<file path="src/hw/core_pkg.sv">
package core_pkg;

    localparam int XLEN     = 32;
    localparam int REG_AW   = 5;
    localparam int NUM_REGS = 32;

    localparam logic [XLEN-1:0] RESET_PC = 32'h0000_0000;

    localparam logic [6:0] OPC_OP     = 7'b0110011;
    localparam logic [6:0] OPC_OP_IMM = 7'b0010011;
    localparam logic [6:0] OPC_LUI    = 7'b0110111;
    localparam logic [6:0] OPC_LOAD   = 7'b0000011;
    localparam logic [6:0] OPC_STORE  = 7'b0100011;
    localparam logic [6:0] OPC_BRANCH = 7'b1100011;
    localparam logic [6:0] OPC_JAL    = 7'b1101111;

    typedef enum logic [2:0]
    {
        ALU_ADD,
        ALU_SUB,
        ALU_AND,
        ALU_OR,
        ALU_XOR,
        ALU_PASS    // result is the immediate.
    } alu_op_e;

    typedef enum logic [2:0]
    {
        KIND_ALU,
        KIND_LOAD,
        KIND_STORE,
        KIND_BEQ,
        KIND_BNE,
        KIND_JAL
    } instr_kind_e;

    // one request on the shared bus.
    typedef struct packed
    {
        logic            we;
        logic [XLEN-1:0] addr;
        logic [XLEN-1:0] wdata;
    } mem_req_t;

    typedef struct packed
    {
        instr_kind_e       kind;
        alu_op_e           alu_op;
        logic              use_imm;
        logic [REG_AW-1:0] rd;
        logic [REG_AW-1:0] rs1;
        logic [REG_AW-1:0] rs2;
        logic [XLEN-1:0]   imm;
        logic              writes_rd;
    } dec_t;

endpackage

</file>
<file path="src/hw/mem_arbiter.sv">
module mem_arbiter
(
    input  logic                      i_clk,
    input  logic                      i_arst_n,
    input  logic                      i_f_req,
    input  core_pkg::mem_req_t        i_f_pkt,
    output logic                      o_f_ack,
    input  logic                      i_d_req,
    input  core_pkg::mem_req_t        i_d_pkt,
    output logic                      o_d_ack,
    output logic [core_pkg::XLEN-1:0] o_rdata,
    output logic                      o_mem_req,
    output core_pkg::mem_req_t        o_mem,
    input  logic                      i_mem_ack,
    input  logic [core_pkg::XLEN-1:0] i_mem_rdata
);

    typedef enum logic [1:0]
    {
        ARB_IDLE,
        ARB_FETCH,
        ARB_DATA
    } arb_state_e;

    arb_state_e state_q;
    logic       f_grant;
    logic       d_grant;

    assign f_grant = (state_q == ARB_FETCH);
    assign d_grant = (state_q == ARB_DATA);

    always_ff @(posedge i_clk or negedge i_arst_n)
    begin
        if (!i_arst_n)
        begin
            state_q <= ARB_IDLE;
        end
        else
        begin
            case (state_q)
                ARB_IDLE:
                begin
                    if (i_d_req)
                    begin
                        state_q <= ARB_DATA;    // data wins a tie.
                    end
                    else if (i_f_req)
                    begin
                        state_q <= ARB_FETCH;
                    end
                end
                ARB_FETCH:
                begin
                    if (!i_f_req && !i_mem_ack)
                    begin
                        state_q <= ARB_IDLE;
                    end
                end
                ARB_DATA:
                begin
                    if (!i_d_req && !i_mem_ack)
                    begin
                        state_q <= ARB_IDLE;
                    end
                end
                default:
                begin
                    state_q <= ARB_IDLE;
                end
            endcase
        end
    end

    assign o_mem_req = (f_grant && i_f_req) || (d_grant && i_d_req);
    assign o_mem     = f_grant ? i_f_pkt : i_d_pkt;
    assign o_f_ack   = f_grant && i_mem_ack;
    assign o_d_ack   = d_grant && i_mem_ack;
    assign o_rdata   = i_mem_rdata;

endmodule

</file>
<file path="src/hw/fetch_unit.sv">
module fetch_unit
(
    input  logic                      i_clk,
    input  logic                      i_arst_n,
    input  logic                      i_halt,
    input  logic                      i_take,
    input  logic                      i_redirect,
    input  logic [core_pkg::XLEN-1:0] i_redirect_pc,
    output logic                      o_instr_valid,
    output logic [core_pkg::XLEN-1:0] o_instr,
    output logic [core_pkg::XLEN-1:0] o_instr_pc,
    output logic                      o_req,
    output core_pkg::mem_req_t        o_pkt,
    input  logic                      i_ack,
    input  logic [core_pkg::XLEN-1:0] i_rdata
);
    import core_pkg::*;

    logic [XLEN-1:0] pc_q;          // next address to fetch.
    logic [XLEN-1:0] addr_q;
    logic [XLEN-1:0] buf_instr_q;
    logic [XLEN-1:0] buf_pc_q;
    logic            buf_valid_q;
    logic            req_q;
    logic            busy_q;
    logic            discard_q;
    logic            start;
    logic            ack_seen;
    logic            fill;

    // no new cycle on a take edge since the taken word may halt.
    assign start    = !busy_q && !i_halt && !i_take;
    assign ack_seen = busy_q && req_q && i_ack;
    assign fill     = ack_seen && !discard_q && !i_redirect && (!buf_valid_q || i_take);

    always_ff @(posedge i_clk or negedge i_arst_n)
    begin
        if (!i_arst_n)
        begin
            pc_q        <= RESET_PC;
            buf_valid_q <= 1'b0;
            req_q       <= 1'b0;
            busy_q      <= 1'b0;
            discard_q   <= 1'b0;
        end
        else
        begin
            if (i_take || i_redirect)
            begin
                buf_valid_q <= 1'b0;
            end
            if (i_redirect)
            begin
                pc_q      <= i_redirect_pc;
                discard_q <= req_q;         // data in flight is stale.
            end
            if (start)
            begin
                req_q  <= 1'b1;
                busy_q <= 1'b1;
                pc_q   <= pc_q + XLEN'(4);
            end
            else if (ack_seen)
            begin
                req_q     <= 1'b0;
                discard_q <= 1'b0;
                if (fill)
                begin
                    buf_valid_q <= 1'b1;
                end
                else if (!discard_q && !i_redirect)
                begin
                    pc_q <= addr_q;         // buffer full so refetch later.
                end
            end
            else if (busy_q && !req_q && !i_ack)
            begin
                busy_q <= 1'b0;
            end
        end
    end

    always_ff @(posedge i_clk)
    begin
        if (start)
        begin
            addr_q <= pc_q;
        end
        if (fill)
        begin
            buf_instr_q <= i_rdata;
            buf_pc_q    <= addr_q;
        end
    end

    assign o_instr_valid = buf_valid_q;
    assign o_instr       = buf_instr_q;
    assign o_instr_pc    = buf_pc_q;
    assign o_req         = req_q;
    assign o_pkt         = '{we: 1'b0, addr: addr_q, wdata: '0};

endmodule

</file>
<file path="src/hw/decoder.sv">
module decoder
(
    input  logic [core_pkg::XLEN-1:0] i_instr,
    output core_pkg::dec_t            o_dec,
    output logic                      o_supported
);
    import core_pkg::*;

    logic [6:0]      opcode;
    logic [2:0]      funct3;
    logic [6:0]      funct7;
    logic [XLEN-1:0] imm_i;
    logic [XLEN-1:0] imm_s;
    logic [XLEN-1:0] imm_b;
    logic [XLEN-1:0] imm_u;
    logic [XLEN-1:0] imm_j;

    assign opcode = i_instr[6:0];
    assign funct3 = i_instr[14:12];
    assign funct7 = i_instr[31:25];

    assign imm_i = {{20{i_instr[31]}}, i_instr[31:20]};
    assign imm_s = {{20{i_instr[31]}}, i_instr[31:25], i_instr[11:7]};
    assign imm_b = {{19{i_instr[31]}}, i_instr[31], i_instr[7], i_instr[30:25],
                    i_instr[11:8], 1'b0};
    assign imm_u = {i_instr[31:12], 12'b0};
    assign imm_j = {{11{i_instr[31]}}, i_instr[31], i_instr[19:12], i_instr[20],
                    i_instr[30:21], 1'b0};

    always_comb
    begin
        o_dec           = '0;
        o_dec.kind      = KIND_ALU;
        o_dec.alu_op    = ALU_ADD;
        o_dec.rd        = i_instr[11:7];
        o_dec.rs1       = i_instr[19:15];
        o_dec.rs2       = i_instr[24:20];
        o_supported     = 1'b0;
        case (opcode)
            OPC_OP:
            begin
                o_dec.writes_rd = 1'b1;
                o_supported     = 1'b1;
                case ({funct7, funct3})
                    {7'b0000000, 3'b000}: o_dec.alu_op = ALU_ADD;
                    {7'b0100000, 3'b000}: o_dec.alu_op = ALU_SUB;
                    {7'b0000000, 3'b111}: o_dec.alu_op = ALU_AND;
                    {7'b0000000, 3'b110}: o_dec.alu_op = ALU_OR;
                    {7'b0000000, 3'b100}: o_dec.alu_op = ALU_XOR;
                    default:              o_supported  = 1'b0;
                endcase
            end
            OPC_OP_IMM:
            begin
                o_dec.use_imm   = 1'b1;
                o_dec.imm       = imm_i;
                o_dec.writes_rd = 1'b1;
                o_supported     = (funct3 == 3'b000);   // addi only.
            end
            OPC_LUI:
            begin
                o_dec.alu_op    = ALU_PASS;
                o_dec.use_imm   = 1'b1;
                o_dec.imm       = imm_u;
                o_dec.writes_rd = 1'b1;
                o_supported     = 1'b1;
            end
            OPC_LOAD:
            begin
                o_dec.kind      = KIND_LOAD;
                o_dec.imm       = imm_i;
                o_dec.writes_rd = 1'b1;
                o_supported     = (funct3 == 3'b010);   // lw only.
            end
            OPC_STORE:
            begin
                o_dec.kind  = KIND_STORE;
                o_dec.imm   = imm_s;
                o_supported = (funct3 == 3'b010);
            end
            OPC_BRANCH:
            begin
                o_dec.kind  = (funct3 == 3'b001) ? KIND_BNE : KIND_BEQ;
                o_dec.imm   = imm_b;
                o_supported = (funct3 == 3'b000) || (funct3 == 3'b001);
            end
            OPC_JAL:
            begin
                o_dec.kind      = KIND_JAL;
                o_dec.imm       = imm_j;
                o_dec.writes_rd = 1'b1;
                o_supported     = 1'b1;
            end
            default:
            begin
                o_supported = 1'b0;
            end
        endcase
    end

endmodule

</file>
<file path="src/hw/reg_file.sv">
module reg_file
(
    input  logic                        i_clk,
    input  logic                        i_arst_n,
    input  logic [core_pkg::REG_AW-1:0] i_rs1,
    input  logic [core_pkg::REG_AW-1:0] i_rs2,
    output logic [core_pkg::XLEN-1:0]   o_rdata1,
    output logic [core_pkg::XLEN-1:0]   o_rdata2,
    input  logic                        i_we,
    input  logic [core_pkg::REG_AW-1:0] i_rd,
    input  logic [core_pkg::XLEN-1:0]   i_wdata
);
    import core_pkg::*;

    logic [XLEN-1:0] regs_q [NUM_REGS];

    always_ff @(posedge i_clk or negedge i_arst_n)
    begin
        if (!i_arst_n)
        begin
            for (int i = 0; i < NUM_REGS; i++)
            begin
                regs_q[i] <= '0;
            end
        end
        else if (i_we && (i_rd != '0))
        begin
            regs_q[i_rd] <= i_wdata;    // x0 stays zero.
        end
    end

    assign o_rdata1 = regs_q[i_rs1];
    assign o_rdata2 = regs_q[i_rs2];

endmodule

</file>
<file path="src/hw/exec_unit.sv">
module exec_unit
(
    input  logic                        i_clk,
    input  logic                        i_arst_n,
    input  logic                        i_instr_valid,
    input  logic [core_pkg::XLEN-1:0]   i_instr_pc,
    input  core_pkg::dec_t              i_dec,
    input  logic                        i_supported,
    output logic                        o_take,
    output logic                        o_redirect,
    output logic [core_pkg::XLEN-1:0]   o_redirect_pc,
    input  logic [core_pkg::XLEN-1:0]   i_rf_rdata1,
    input  logic [core_pkg::XLEN-1:0]   i_rf_rdata2,
    output logic                        o_rf_we,
    output logic [core_pkg::REG_AW-1:0] o_rf_rd,
    output logic [core_pkg::XLEN-1:0]   o_rf_wdata,
    output logic                        o_ls_start,
    output core_pkg::mem_req_t          o_ls_req,
    input  logic                        i_ls_done,
    input  logic [core_pkg::XLEN-1:0]   i_ls_rdata,
    output logic                        o_halt
);
    import core_pkg::*;

    typedef enum logic [1:0]
    {
        EX_READY,
        EX_WAIT,
        EX_HALT
    } ex_state_e;

    ex_state_e         state_q;
    logic              ld_we_q;
    logic [REG_AW-1:0] ld_rd_q;
    logic              fire;
    logic              is_mem;
    logic              taken;
    logic [XLEN-1:0]   op_b;
    logic [XLEN-1:0]   alu_res;
    logic [XLEN-1:0]   pc_plus4;
    logic [XLEN-1:0]   target;

    assign fire     = (state_q == EX_READY) && i_instr_valid;
    assign is_mem   = (i_dec.kind == KIND_LOAD) || (i_dec.kind == KIND_STORE);
    assign op_b     = i_dec.use_imm ? i_dec.imm : i_rf_rdata2;
    assign pc_plus4 = i_instr_pc + XLEN'(4);
    assign target   = i_instr_pc + i_dec.imm;

    always_comb
    begin
        case (i_dec.alu_op)
            ALU_SUB:  alu_res = i_rf_rdata1 - op_b;
            ALU_AND:  alu_res = i_rf_rdata1 & op_b;
            ALU_OR:   alu_res = i_rf_rdata1 | op_b;
            ALU_XOR:  alu_res = i_rf_rdata1 ^ op_b;
            ALU_PASS: alu_res = op_b;
            default:  alu_res = i_rf_rdata1 + op_b;
        endcase
    end

    assign taken = (i_dec.kind == KIND_JAL)
                || ((i_dec.kind == KIND_BEQ) && (i_rf_rdata1 == i_rf_rdata2))
                || ((i_dec.kind == KIND_BNE) && (i_rf_rdata1 != i_rf_rdata2));

    assign o_take        = fire;
    assign o_redirect    = fire && i_supported && taken && (target != pc_plus4);
    assign o_redirect_pc = target;
    assign o_ls_start    = fire && i_supported && is_mem;
    assign o_ls_req      = '{we: (i_dec.kind == KIND_STORE),
                             addr: i_rf_rdata1 + i_dec.imm,
                             wdata: i_rf_rdata2};

    always_comb
    begin
        if (state_q == EX_WAIT)
        begin
            o_rf_we    = i_ls_done && ld_we_q;  // load data lands here.
            o_rf_rd    = ld_rd_q;
            o_rf_wdata = i_ls_rdata;
        end
        else
        begin
            o_rf_we    = fire && i_supported && i_dec.writes_rd && !is_mem;
            o_rf_rd    = i_dec.rd;
            o_rf_wdata = (i_dec.kind == KIND_JAL) ? pc_plus4 : alu_res;
        end
    end

    always_ff @(posedge i_clk or negedge i_arst_n)
    begin
        if (!i_arst_n)
        begin
            state_q <= EX_READY;
            ld_we_q <= 1'b0;
        end
        else
        begin
            case (state_q)
                EX_READY:
                begin
                    if (fire && !i_supported)
                    begin
                        state_q <= EX_HALT;
                    end
                    else if (o_ls_start)
                    begin
                        state_q <= EX_WAIT;
                        ld_we_q <= (i_dec.kind == KIND_LOAD);
                    end
                end
                EX_WAIT:
                begin
                    if (i_ls_done)
                    begin
                        state_q <= EX_READY;
                    end
                end
                default:
                begin
                    state_q <= EX_HALT;     // sticky until reset.
                end
            endcase
        end
    end

    always_ff @(posedge i_clk)
    begin
        if (o_ls_start)
        begin
            ld_rd_q <= i_dec.rd;
        end
    end

    assign o_halt = (state_q == EX_HALT);

endmodule

</file>
<file path="src/hw/load_store_unit.sv">
module load_store_unit
(
    input  logic                      i_clk,
    input  logic                      i_arst_n,
    input  logic                      i_start,
    input  core_pkg::mem_req_t        i_req,
    output logic                      o_done,
    output logic [core_pkg::XLEN-1:0] o_rdata,
    output logic                      o_req,
    output core_pkg::mem_req_t        o_pkt,
    input  logic                      i_ack,
    input  logic [core_pkg::XLEN-1:0] i_rdata
);
    import core_pkg::*;

    mem_req_t        pkt_q;
    logic [XLEN-1:0] rdata_q;
    logic            req_q;
    logic            busy_q;
    logic            done_q;
    logic            accept;

    assign accept = i_start && !busy_q;

    always_ff @(posedge i_clk or negedge i_arst_n)
    begin
        if (!i_arst_n)
        begin
            req_q  <= 1'b0;
            busy_q <= 1'b0;
            done_q <= 1'b0;
        end
        else
        begin
            done_q <= 1'b0;
            if (accept)
            begin
                req_q  <= 1'b1;
                busy_q <= 1'b1;
            end
            else if (req_q && i_ack)
            begin
                req_q <= 1'b0;
            end
            else if (busy_q && !req_q && !i_ack)
            begin
                busy_q <= 1'b0;
                done_q <= 1'b1;     // ack has fallen.
            end
        end
    end

    always_ff @(posedge i_clk)
    begin
        if (accept)
        begin
            pkt_q <= i_req;
        end
        if (req_q && i_ack)
        begin
            rdata_q <= i_rdata;
        end
    end

    assign o_done  = done_q;
    assign o_rdata = rdata_q;
    assign o_req   = req_q;
    assign o_pkt   = pkt_q;

endmodule

</file>
<file path="src/hw/rv_core_top.sv">
module rv_core_top
(
    input  logic                      i_clk,
    input  logic                      i_arst_n,
    output logic                      o_mem_req,
    output core_pkg::mem_req_t        o_mem,
    input  logic                      i_mem_ack,
    input  logic [core_pkg::XLEN-1:0] i_mem_rdata,
    output logic                      o_halt
);
    import core_pkg::*;

    logic              instr_valid;
    logic [XLEN-1:0]   instr;
    logic [XLEN-1:0]   instr_pc;
    logic              take;
    logic              redirect;
    logic [XLEN-1:0]   redirect_pc;
    logic              f_req;
    mem_req_t          f_pkt;
    logic              f_ack;
    logic              d_req;
    mem_req_t          d_pkt;
    logic              d_ack;
    logic [XLEN-1:0]   bus_rdata;
    dec_t              dec;
    logic              supported;
    logic [XLEN-1:0]   rf_rdata1;
    logic [XLEN-1:0]   rf_rdata2;
    logic              rf_we;
    logic [REG_AW-1:0] rf_rd;
    logic [XLEN-1:0]   rf_wdata;
    logic              ls_start;
    mem_req_t          ls_req;
    logic              ls_done;
    logic [XLEN-1:0]   ls_rdata;

    fetch_unit fetch_i
    (
        .i_clk          (i_clk),
        .i_arst_n       (i_arst_n),
        .i_halt         (o_halt),
        .i_take         (take),
        .i_redirect     (redirect),
        .i_redirect_pc  (redirect_pc),
        .o_instr_valid  (instr_valid),
        .o_instr        (instr),
        .o_instr_pc     (instr_pc),
        .o_req          (f_req),
        .o_pkt          (f_pkt),
        .i_ack          (f_ack),
        .i_rdata        (bus_rdata)
    );

    decoder decoder_i
    (
        .i_instr        (instr),
        .o_dec          (dec),
        .o_supported    (supported)
    );

    reg_file reg_file_i
    (
        .i_clk          (i_clk),
        .i_arst_n       (i_arst_n),
        .i_rs1          (dec.rs1),
        .i_rs2          (dec.rs2),
        .o_rdata1       (rf_rdata1),
        .o_rdata2       (rf_rdata2),
        .i_we           (rf_we),
        .i_rd           (rf_rd),
        .i_wdata        (rf_wdata)
    );

    exec_unit exec_i
    (
        .i_clk          (i_clk),
        .i_arst_n       (i_arst_n),
        .i_instr_valid  (instr_valid),
        .i_instr_pc     (instr_pc),
        .i_dec          (dec),
        .i_supported    (supported),
        .o_take         (take),
        .o_redirect     (redirect),
        .o_redirect_pc  (redirect_pc),
        .i_rf_rdata1    (rf_rdata1),
        .i_rf_rdata2    (rf_rdata2),
        .o_rf_we        (rf_we),
        .o_rf_rd        (rf_rd),
        .o_rf_wdata     (rf_wdata),
        .o_ls_start     (ls_start),
        .o_ls_req       (ls_req),
        .i_ls_done      (ls_done),
        .i_ls_rdata     (ls_rdata),
        .o_halt         (o_halt)
    );

    load_store_unit lsu_i
    (
        .i_clk          (i_clk),
        .i_arst_n       (i_arst_n),
        .i_start        (ls_start),
        .i_req          (ls_req),
        .o_done         (ls_done),
        .o_rdata        (ls_rdata),
        .o_req          (d_req),
        .o_pkt          (d_pkt),
        .i_ack          (d_ack),
        .i_rdata        (bus_rdata)
    );

    mem_arbiter arbiter_i
    (
        .i_clk          (i_clk),
        .i_arst_n       (i_arst_n),
        .i_f_req        (f_req),
        .i_f_pkt        (f_pkt),
        .o_f_ack        (f_ack),
        .i_d_req        (d_req),
        .i_d_pkt        (d_pkt),
        .o_d_ack        (d_ack),
        .o_rdata        (bus_rdata),
        .o_mem_req      (o_mem_req),
        .o_mem          (o_mem),
        .i_mem_ack      (i_mem_ack),
        .i_mem_rdata    (i_mem_rdata)
    );

endmodule

</file>
<file path="config.mk">
export PLATFORM = sky130hd
export DESIGN_NAME = rv_core_top
export DESIGN_NICKNAME = d
export VERILOG_FILES = /design/src/hw/core_pkg.sv /design/src/hw/mem_arbiter.sv /design/src/hw/fetch_unit.sv /design/src/hw/decoder.sv /design/src/hw/reg_file.sv /design/src/hw/exec_unit.sv /design/src/hw/load_store_unit.sv /design/src/hw/rv_core_top.sv
export SDC_FILE = /design/constraint.sdc
export NUM_CORES = 2
export LEC_CHECK = 0
export ABC_CLOCK_PERIOD_IN_PS = 11750
export BUFFER_PORTS_ARGS = -buffer_cell sky130_fd_sc_hd__clkbuf_2
export CAP_MARGIN = 20
export CORE_MARGIN = 3
export CORE_UTILIZATION = 55
export CTS_CLUSTER_SIZE = 12
export DETAILED_ROUTE_END_ITERATION = 8
export PLACE_DENSITY = 0.77
export SYNTH_ARGS = -nofsm -noshare
export SYNTH_HDL_FRONTEND = slang
export SYNTH_SLANG_ARGS = --single-unit
export TNS_END_PERCENT = 30
</file>
<file path="constraint.sdc">
create_clock -name i_clk -period 11.75 [get_ports i_clk]
set_clock_uncertainty 0.1 [all_clocks]
set_input_delay 2.9375 -clock i_clk [delete_from_list [all_inputs] [get_ports i_clk]]
set_output_delay 2.9375 -clock i_clk [all_outputs]
set_load 0.01 [all_outputs]
</file>
# == Word-level counts from Yosys, hierarchy flattened ==
# Index checks and enable logic that the tools add are counted.
# word_totals
ff_bits,1266
latch_bits,0
mem_bits_rw,0
mem_bits_ro,0
inputBits,35
output_inout_bits,67
elab_cells,238
mem_count,0
# op_classes
add_sub_neg,6
mul,0
n_div,0
order_cmp,4
n_eq_ne,37
shift,0
mux,59
bitwise_logic,7
reduce_logical,74
# op_table
op,count
bitwise mux 1024 bit,1
two-way mux 32 bit,13
binary-select mux 32 bit (select 5 bit),2
case mux 32 bit (5 select lines),2
demux 32 bit (select 5 bit),1
adder 32 bit,3
two-way mux 65 bit,1
"adder 32 x 3 -> 32 bit, second input constant",2
!= test 32 bit,2
logical AND 1 bit,33
bitwise AND 32 bit,1
equality test 32 bit,1
bitwise OR 32 bit,1
subtractor 32 bit,1
XOR 32 bit,1
"equality test 10 x 3 -> 1 bit, second input constant",3
two-way mux 1 bit,24
case mux 3 bit (4 select lines),2
"equality test 7 x 6 -> 1 bit, second input constant",3
">= comparator 6 bit, second input constant",3
inverter 5 -> 6 bit,3
"equality test 3 x 2 -> 1 bit, second input constant",5
"equality test 7 bit, second input constant",2
logical NOT 1 bit,14
30 further kinds,63

# == Depth between registers and ports, before layout ==
# depth
ltp_word,16
ltp_mapped,30
ltp_nobuf,24

# == By module ==
# From an unflattened synthesis, not the netlist that was laid out.
# hier_totals
cells_unflattened,6837
hier_area_um2,77107.7
# modules_own_cells
module,instances,cells_per_inst,area_each_um2,seq_area_each_um2
reg_file,1,4601,55942.4,25624.6
exec_unit,1,1486,10418.7,225.2
fetch_unit,1,414,5627.9,3783.6
load_store_unit,1,107,3034.2,2987.9
mem_arbiter,1,117,1281.2,50.0
decoder,1,112,803.3,0.0

# == Worst setup path after synthesis ==
# No wires, ideal clock.
# synth_timing
path_kind,reg-to-reg
startpoint,"reg fetch_i.buf_instr_q[22], in the netlist fetch_i.o_instr[22]"
endpoint,"reg fetch_i.buf_instr_q[0], in the netlist fetch_i.o_instr[0] (enable)"
setup_time_ns,0.578
arrival_time_ns,10.503
required_time_ns,11.072
setup_slack_ns,0.569
path_stages_with_launch,24
path_buffers,8
period_less_slack_ns,11.181
path_cell_list,edfxtp_1 > buf_2 > buf_2 > buf_2 > buf_2 > buf_1 > buf_1 > nand2_1 > nand2_1 > ha_1 > a21o_1 > a21o_1 > a211o_1 > a21o_1 > a221o_1 > or4_1 > or4_1 > or4_1 > nor4_1 > and4_1 > buf_2 > buf_4 > nor2_1 > nor3b_1
# synth_between
elab_chain_cells,13
elab_cells_between_ends,18
classes_between,add/sub (1); eq/ne (3); mux (4); bitwise (1); reduce/logical (9)
# synth_lines
element,line,source
"start, declared",fetch_unit.sv:21,logic [XLEN-1:0] buf_instr_q;
"start signal, assigned",fetch_unit.sv:91,buf_instr_q <= i_rdata;
"parallel branches: the longest is 9 deep, another holds adder 32 bit",n/a,
logical AND 1 bit (*),exec_unit.sv:66,assign o_redirect = fire && i_supported && taken && (target != pc_plus4);
logical NOT 1 bit (*),fetch_unit.sv:34,assign fill = ack_seen && !discard_q && !i_redirect && (!buf_valid_q || i_take);
logical AND 1 bit (*) (2 in a row),fetch_unit.sv:34,
named net fetch_i.fill,fetch_unit.sv:29,logic fill;
# Mark *: on every way through the listed nets, which the timed path passes. The select of a mux whose other input is x is not followed.
# A chain may end at the register's enable or synchronous reset.

# == Final worst setup path ==
# layout_timing
startpoint,"reg fetch_i.buf_instr_q[21], in the netlist fetch_i.o_instr[21]"
endpoint,reg reg_file_i.regs_q[382] (netlist name)
# layout_between
elab_chain_cells,10
elab_cells_between_ends,15
classes_between,add/sub (2); mux (9); bitwise (4)
# layout_lines
element,line,source
inverter 5 -> 6 bit (implied by the code),reg_file.sv:33,assign o_rdata2 = regs_q[i_rs2];
binary-select mux 32 bit (select 5 bit),reg_file.sv:33,
two-way mux 32 bit (implied by the code) (2 in a row),reg_file.sv:33,
two-way mux 32 bit (*),exec_unit.sv:45,assign op_b = i_dec.use_imm ? i_dec.imm : i_rf_rdata2;
adder 32 bit (tied with other cells),exec_unit.sv:57,default: alu_res = i_rf_rdata1 + op_b;
case mux 32 bit (5 select lines) (*),exec_unit.sv:51,case (i_dec.alu_op)
two-way mux 32 bit (*),exec_unit.sv:85,o_rf_wdata = (i_dec.kind == KIND_JAL) ? pc_plus4 : alu_res;
two-way mux 32 bit (*),exec_unit.sv:75,if (state_q == EX_WAIT)
bitwise mux 1024 bit (*),reg_file.sv:28,regs_q[i_rd] <= i_wdata;
"end signal, assigned by index",reg_file.sv:28,
"end, declared",reg_file.sv:15,logic [XLEN-1:0] regs_q [NUM_REGS];
# Mark *: on every way between the ends. The rest lies on a longest branch, timed or not. The select of a mux whose other input is x is not followed.

==> metrics <==
drt wl/cell=30.33 um; design area=80240 um^2; post-CTS resize count=0; Iter 0 DRT Violations=8078; core area=132300 um^2; CTS Hold Buffers Added=0; maximum fanout along the worst path=36; initial antenna violation count=7; DRC errors left=0; met2 WL post-DR=117.3 mm; fin nets=6877; most common cell in the synthesized netlist=dfrtp_1; MaxCap Viol Count=0; Critical Path End=reg_file_i.regs_q[382]; Distinct cells, synth=97; placed cell area=75620 um^2; max-slew violations=0; Yosys top cell area share=36.24%; Congestion Overflow GR=0; top_reg_cell synth=dfrtp_1; Fin Setup TNS=0 ns; top sig layer=met5; fill cell count=10205; DIE HEIGHT=372.2 um; VDD IR-drop max=0.1397 mV; worst r2r dst=reg_file_i.regs_q[382]; Vias/cell=6.983; Final min period=9.338 ns; DR pass1 iterations=8; DP HPWL=168.2 mm; Gate power share=2.1%; first-pass GRT wire length=381.8 mm; P_leak=35.14 nW; EDFF count, synth=198; sequential share of the synthesized area=44.30%; worst-margin pin slew=1.219 ns; Reg2Reg Depth=25; crit end category=flip-flop; H-tree Lvls=4; final period utilization=79.47%; Hold WC Path Type=reg -> reg; Cell Int Power=0.006955 W; combinational family with the most area after synthesis=multiplexers; Simple-Gate Fraction of Synth Area=11.43%; Rows=133; Setup crit start=fetch_i.o_instr[21]; Adder-Cell Fraction of Synth Area=2.657%; GRT Total Usage=37.54%; hold_sp=reg_file_i.regs_q[1008]; status=finished clean; Post-Synth XOR/XNOR Area=2.815%; vias in the first global route=58996; routed wl met3=30.52 mm; Placed Cells=8298; Worst Path Required=12.30 ns; clock buffer depth=3; initial core utilization=55.75%; synth-to-layout area growth=8.805%; die area=138500 um^2; Final GP Congestion=1.022; Ys Warns=0; hold slack=0.2960 ns; chip width=372.2 um; Final Hold Fails=0; f_max=0.1071 GHz; arrival time at the worst endpoint=9.88 ns; syn_nets=7083; RSZ-0062 raised after global routing=no; top cells by count, synth=1068 x dfrtp_1, 785 x nand2_1, 657 x nor2_1, 653 x o21ai_0, 615 x a21oi_1; TritonCTS clock tree=yes; kind of critical path=reg -> reg; main area contributors after synthesis=dfrtp_1 36%, mux4_2 18%, edfxtp_1 8.1%; worst skew pair latency=0.80 ns; Slew headroom=16.42%; Levels on crit path=25; ANT nets after route=0; Synth Area in Compound Gates=13.76%; mux share of post-synthesis cell area=20.77%; Metal-1 WL=89.19 mm; final setup violating endpoints=0; Num Clock Sinks=1266; # IOs=102; critical path's largest stage delay=0.86 ns; layout cells sized above 1=18.65%; largest net degree at the start of global routing=176; Post-CTS Setup Bufs=0; I/O Buffers=101; Avg Cell Area, Syn=10.69 um^2; fraction of registers with async set or reset after synthesis=84.36%; Synth Instances=6896; Power Dens Cells=112.1 nW/um^2; flops & latches, synth=1266; Buf+Inv Stages, Crit Path=3; Synth Cell Area=73750 um^2; crit path launch type=flip-flop; switching power=0.002038 W; slowest CP cell=mux2i_1; clock slew at reported path FFs=0.06 ns; sw frac=22.66%; drt total wl=259.2 mm; Reg2Reg Setup Slack=2.41 ns; clk root buf=clkbuf_16; sequential power share=49.8%; Crit path max-delay family=compound AO/OA/AOI/OAI gates; Clk network pwr share=48.2%; via count=59672; Critical R2R Launch=fetch_i.o_instr[21]; Layout Cells excl Fill=8545; cts bufs inserted=138; Synth area leader=dfrtp_1
## worst min path at each step
stage,endpoint,slack [ns],cells after the start
floorplan,fetch_i.addr_q[17],0.32,0
global placement,reg_file_i.regs_q[1015],0.28,0
detailed placement,reg_file_i.regs_q[1008],0.28,0
CTS,reg_file_i.regs_q[1008],0.30,0
global route,reg_file_i.regs_q[1001],0.31,0
finish,reg_file_i.regs_q[1008],0.30,0
## flip-flops by register name, indices dropped and copies added, names as in the netlist
register	flops
lsu_i.o_done	1
lsu_i.o_pkt	65
fetch_i.busy_q	1
fetch_i.discard_q	1
fetch_i.o_req	1
lsu_i.o_rdata	32
fetch_i.o_instr	32
fetch_i.pc_q	32
fetch_i.addr_q	32
fetch_i.o_instr_pc	32
exec_i.state_q	2
lsu_i.busy_q	1
arbiter_i.state_q	2
exec_i.ld_we_q	1
reg_file_i.regs_q	1024
fetch_i.o_instr_valid	1
exec_i.ld_rd_q	5
lsu_i.o_req	1
## layer usage
| metal | vias to the layer above | GRT usage [%] |
|---|---|---|
| met3 | 1092 | 10.35 |
| met4 | 6 | 27.28 |
| met2 | 4200 | 56.83 |
| met5 | - | 0.1068 |
| met1 | 29552 | 46.47 |
| li1 | 24822 | - |
## power groups by stage
stage               clock [W]  sequential [W]  combinational (W)
floorplan                   0         0.00455          0.0000622
global placement            0         0.00455           0.000185
CTS                   0.00434         0.00447           0.000189
global route          0.00453         0.00447           0.000206
finish                0.00433         0.00447           0.000185
detailed placement          0         0.00456           0.000188
## placed cells by master, fill, tap and decap left out, types with 135 or more instances in the layout
cell type	count
dfrtp_1	1068
nand2_1	772
nor2_1	654
o21ai_0	644
mux4_2	603
a21oi_1	597
edfxtp_1	198
buf_4	166
xnor2_1	153
ha_1	151
clkbuf_16	142
inv_1	135
## cell families after synthesis
| kind of cell | Yosys count |
|---|---|
| AND/OR/NAND/NOR | 1926 |
| AO/OA/AOI/OAI | 1769 |
| flip-flops | 1266 |
| multiplexers | 771 |
| buffers and inverters | 770 |
| XOR/XNOR | 237 |
| adder cells (fa/ha/maj) | 157 |
## worst register-to-register path, cell delays in order, from the launching register on
cell and delay, ns:
edfxtp_1 0.79, buf_16 0.25, buf_4 0.53, mux4_2 0.44
mux4_2 0.53, mux2i_1 0.86, mux2i_1 0.37, or3_1 0.52
nor3_1 0.28, nand2_1 0.26, o21ai_0 0.27, xnor2_1 0.10
ha_1 0.33, o21a_1 0.14, o21ai_0 0.13, nand2b_1 0.13
nor2b_1 0.31, nand2_1 0.10, a21oi_1 0.23, nor3_1 0.13
o31ai_1 0.56, a31oi_1 0.29, o211a_1 0.30, o21ai_2 0.81
buf_4 0.34, a31oi_1 0.11
## through the flow
stage	util, %	power (W)	setup WS (ns)
after floorplan	-	0.004614	0.5695
after global routing	60.65	0.009210	1.938
after global placement	57.13	0.004740	2.624
final	60.66	0.008993	2.412
after detailed placement	57.16	0.004744	2.593
after CTS	60.55	0.009002	2.524
## final cells by class
cell class / instances / area [um^2] / area share (%)
Antenna cell: 3 / 7.507 / 0.009355
Clock buffer: 204 / 4036 / 5.030
Clock inverter: 33 / 449.2 / 0.5598
Inverter: 139 / 521.8 / 0.6502
Multi-Input combinational cell: 4860 / 38240 / 47.65
Sequential cell: 1266 / 32670 / 40.71
Tap cell: 1755 / 2196 / 2.736
Timing Repair Buffer: 285 / 2127 / 2.651
(Power assumes the default switching activity.)
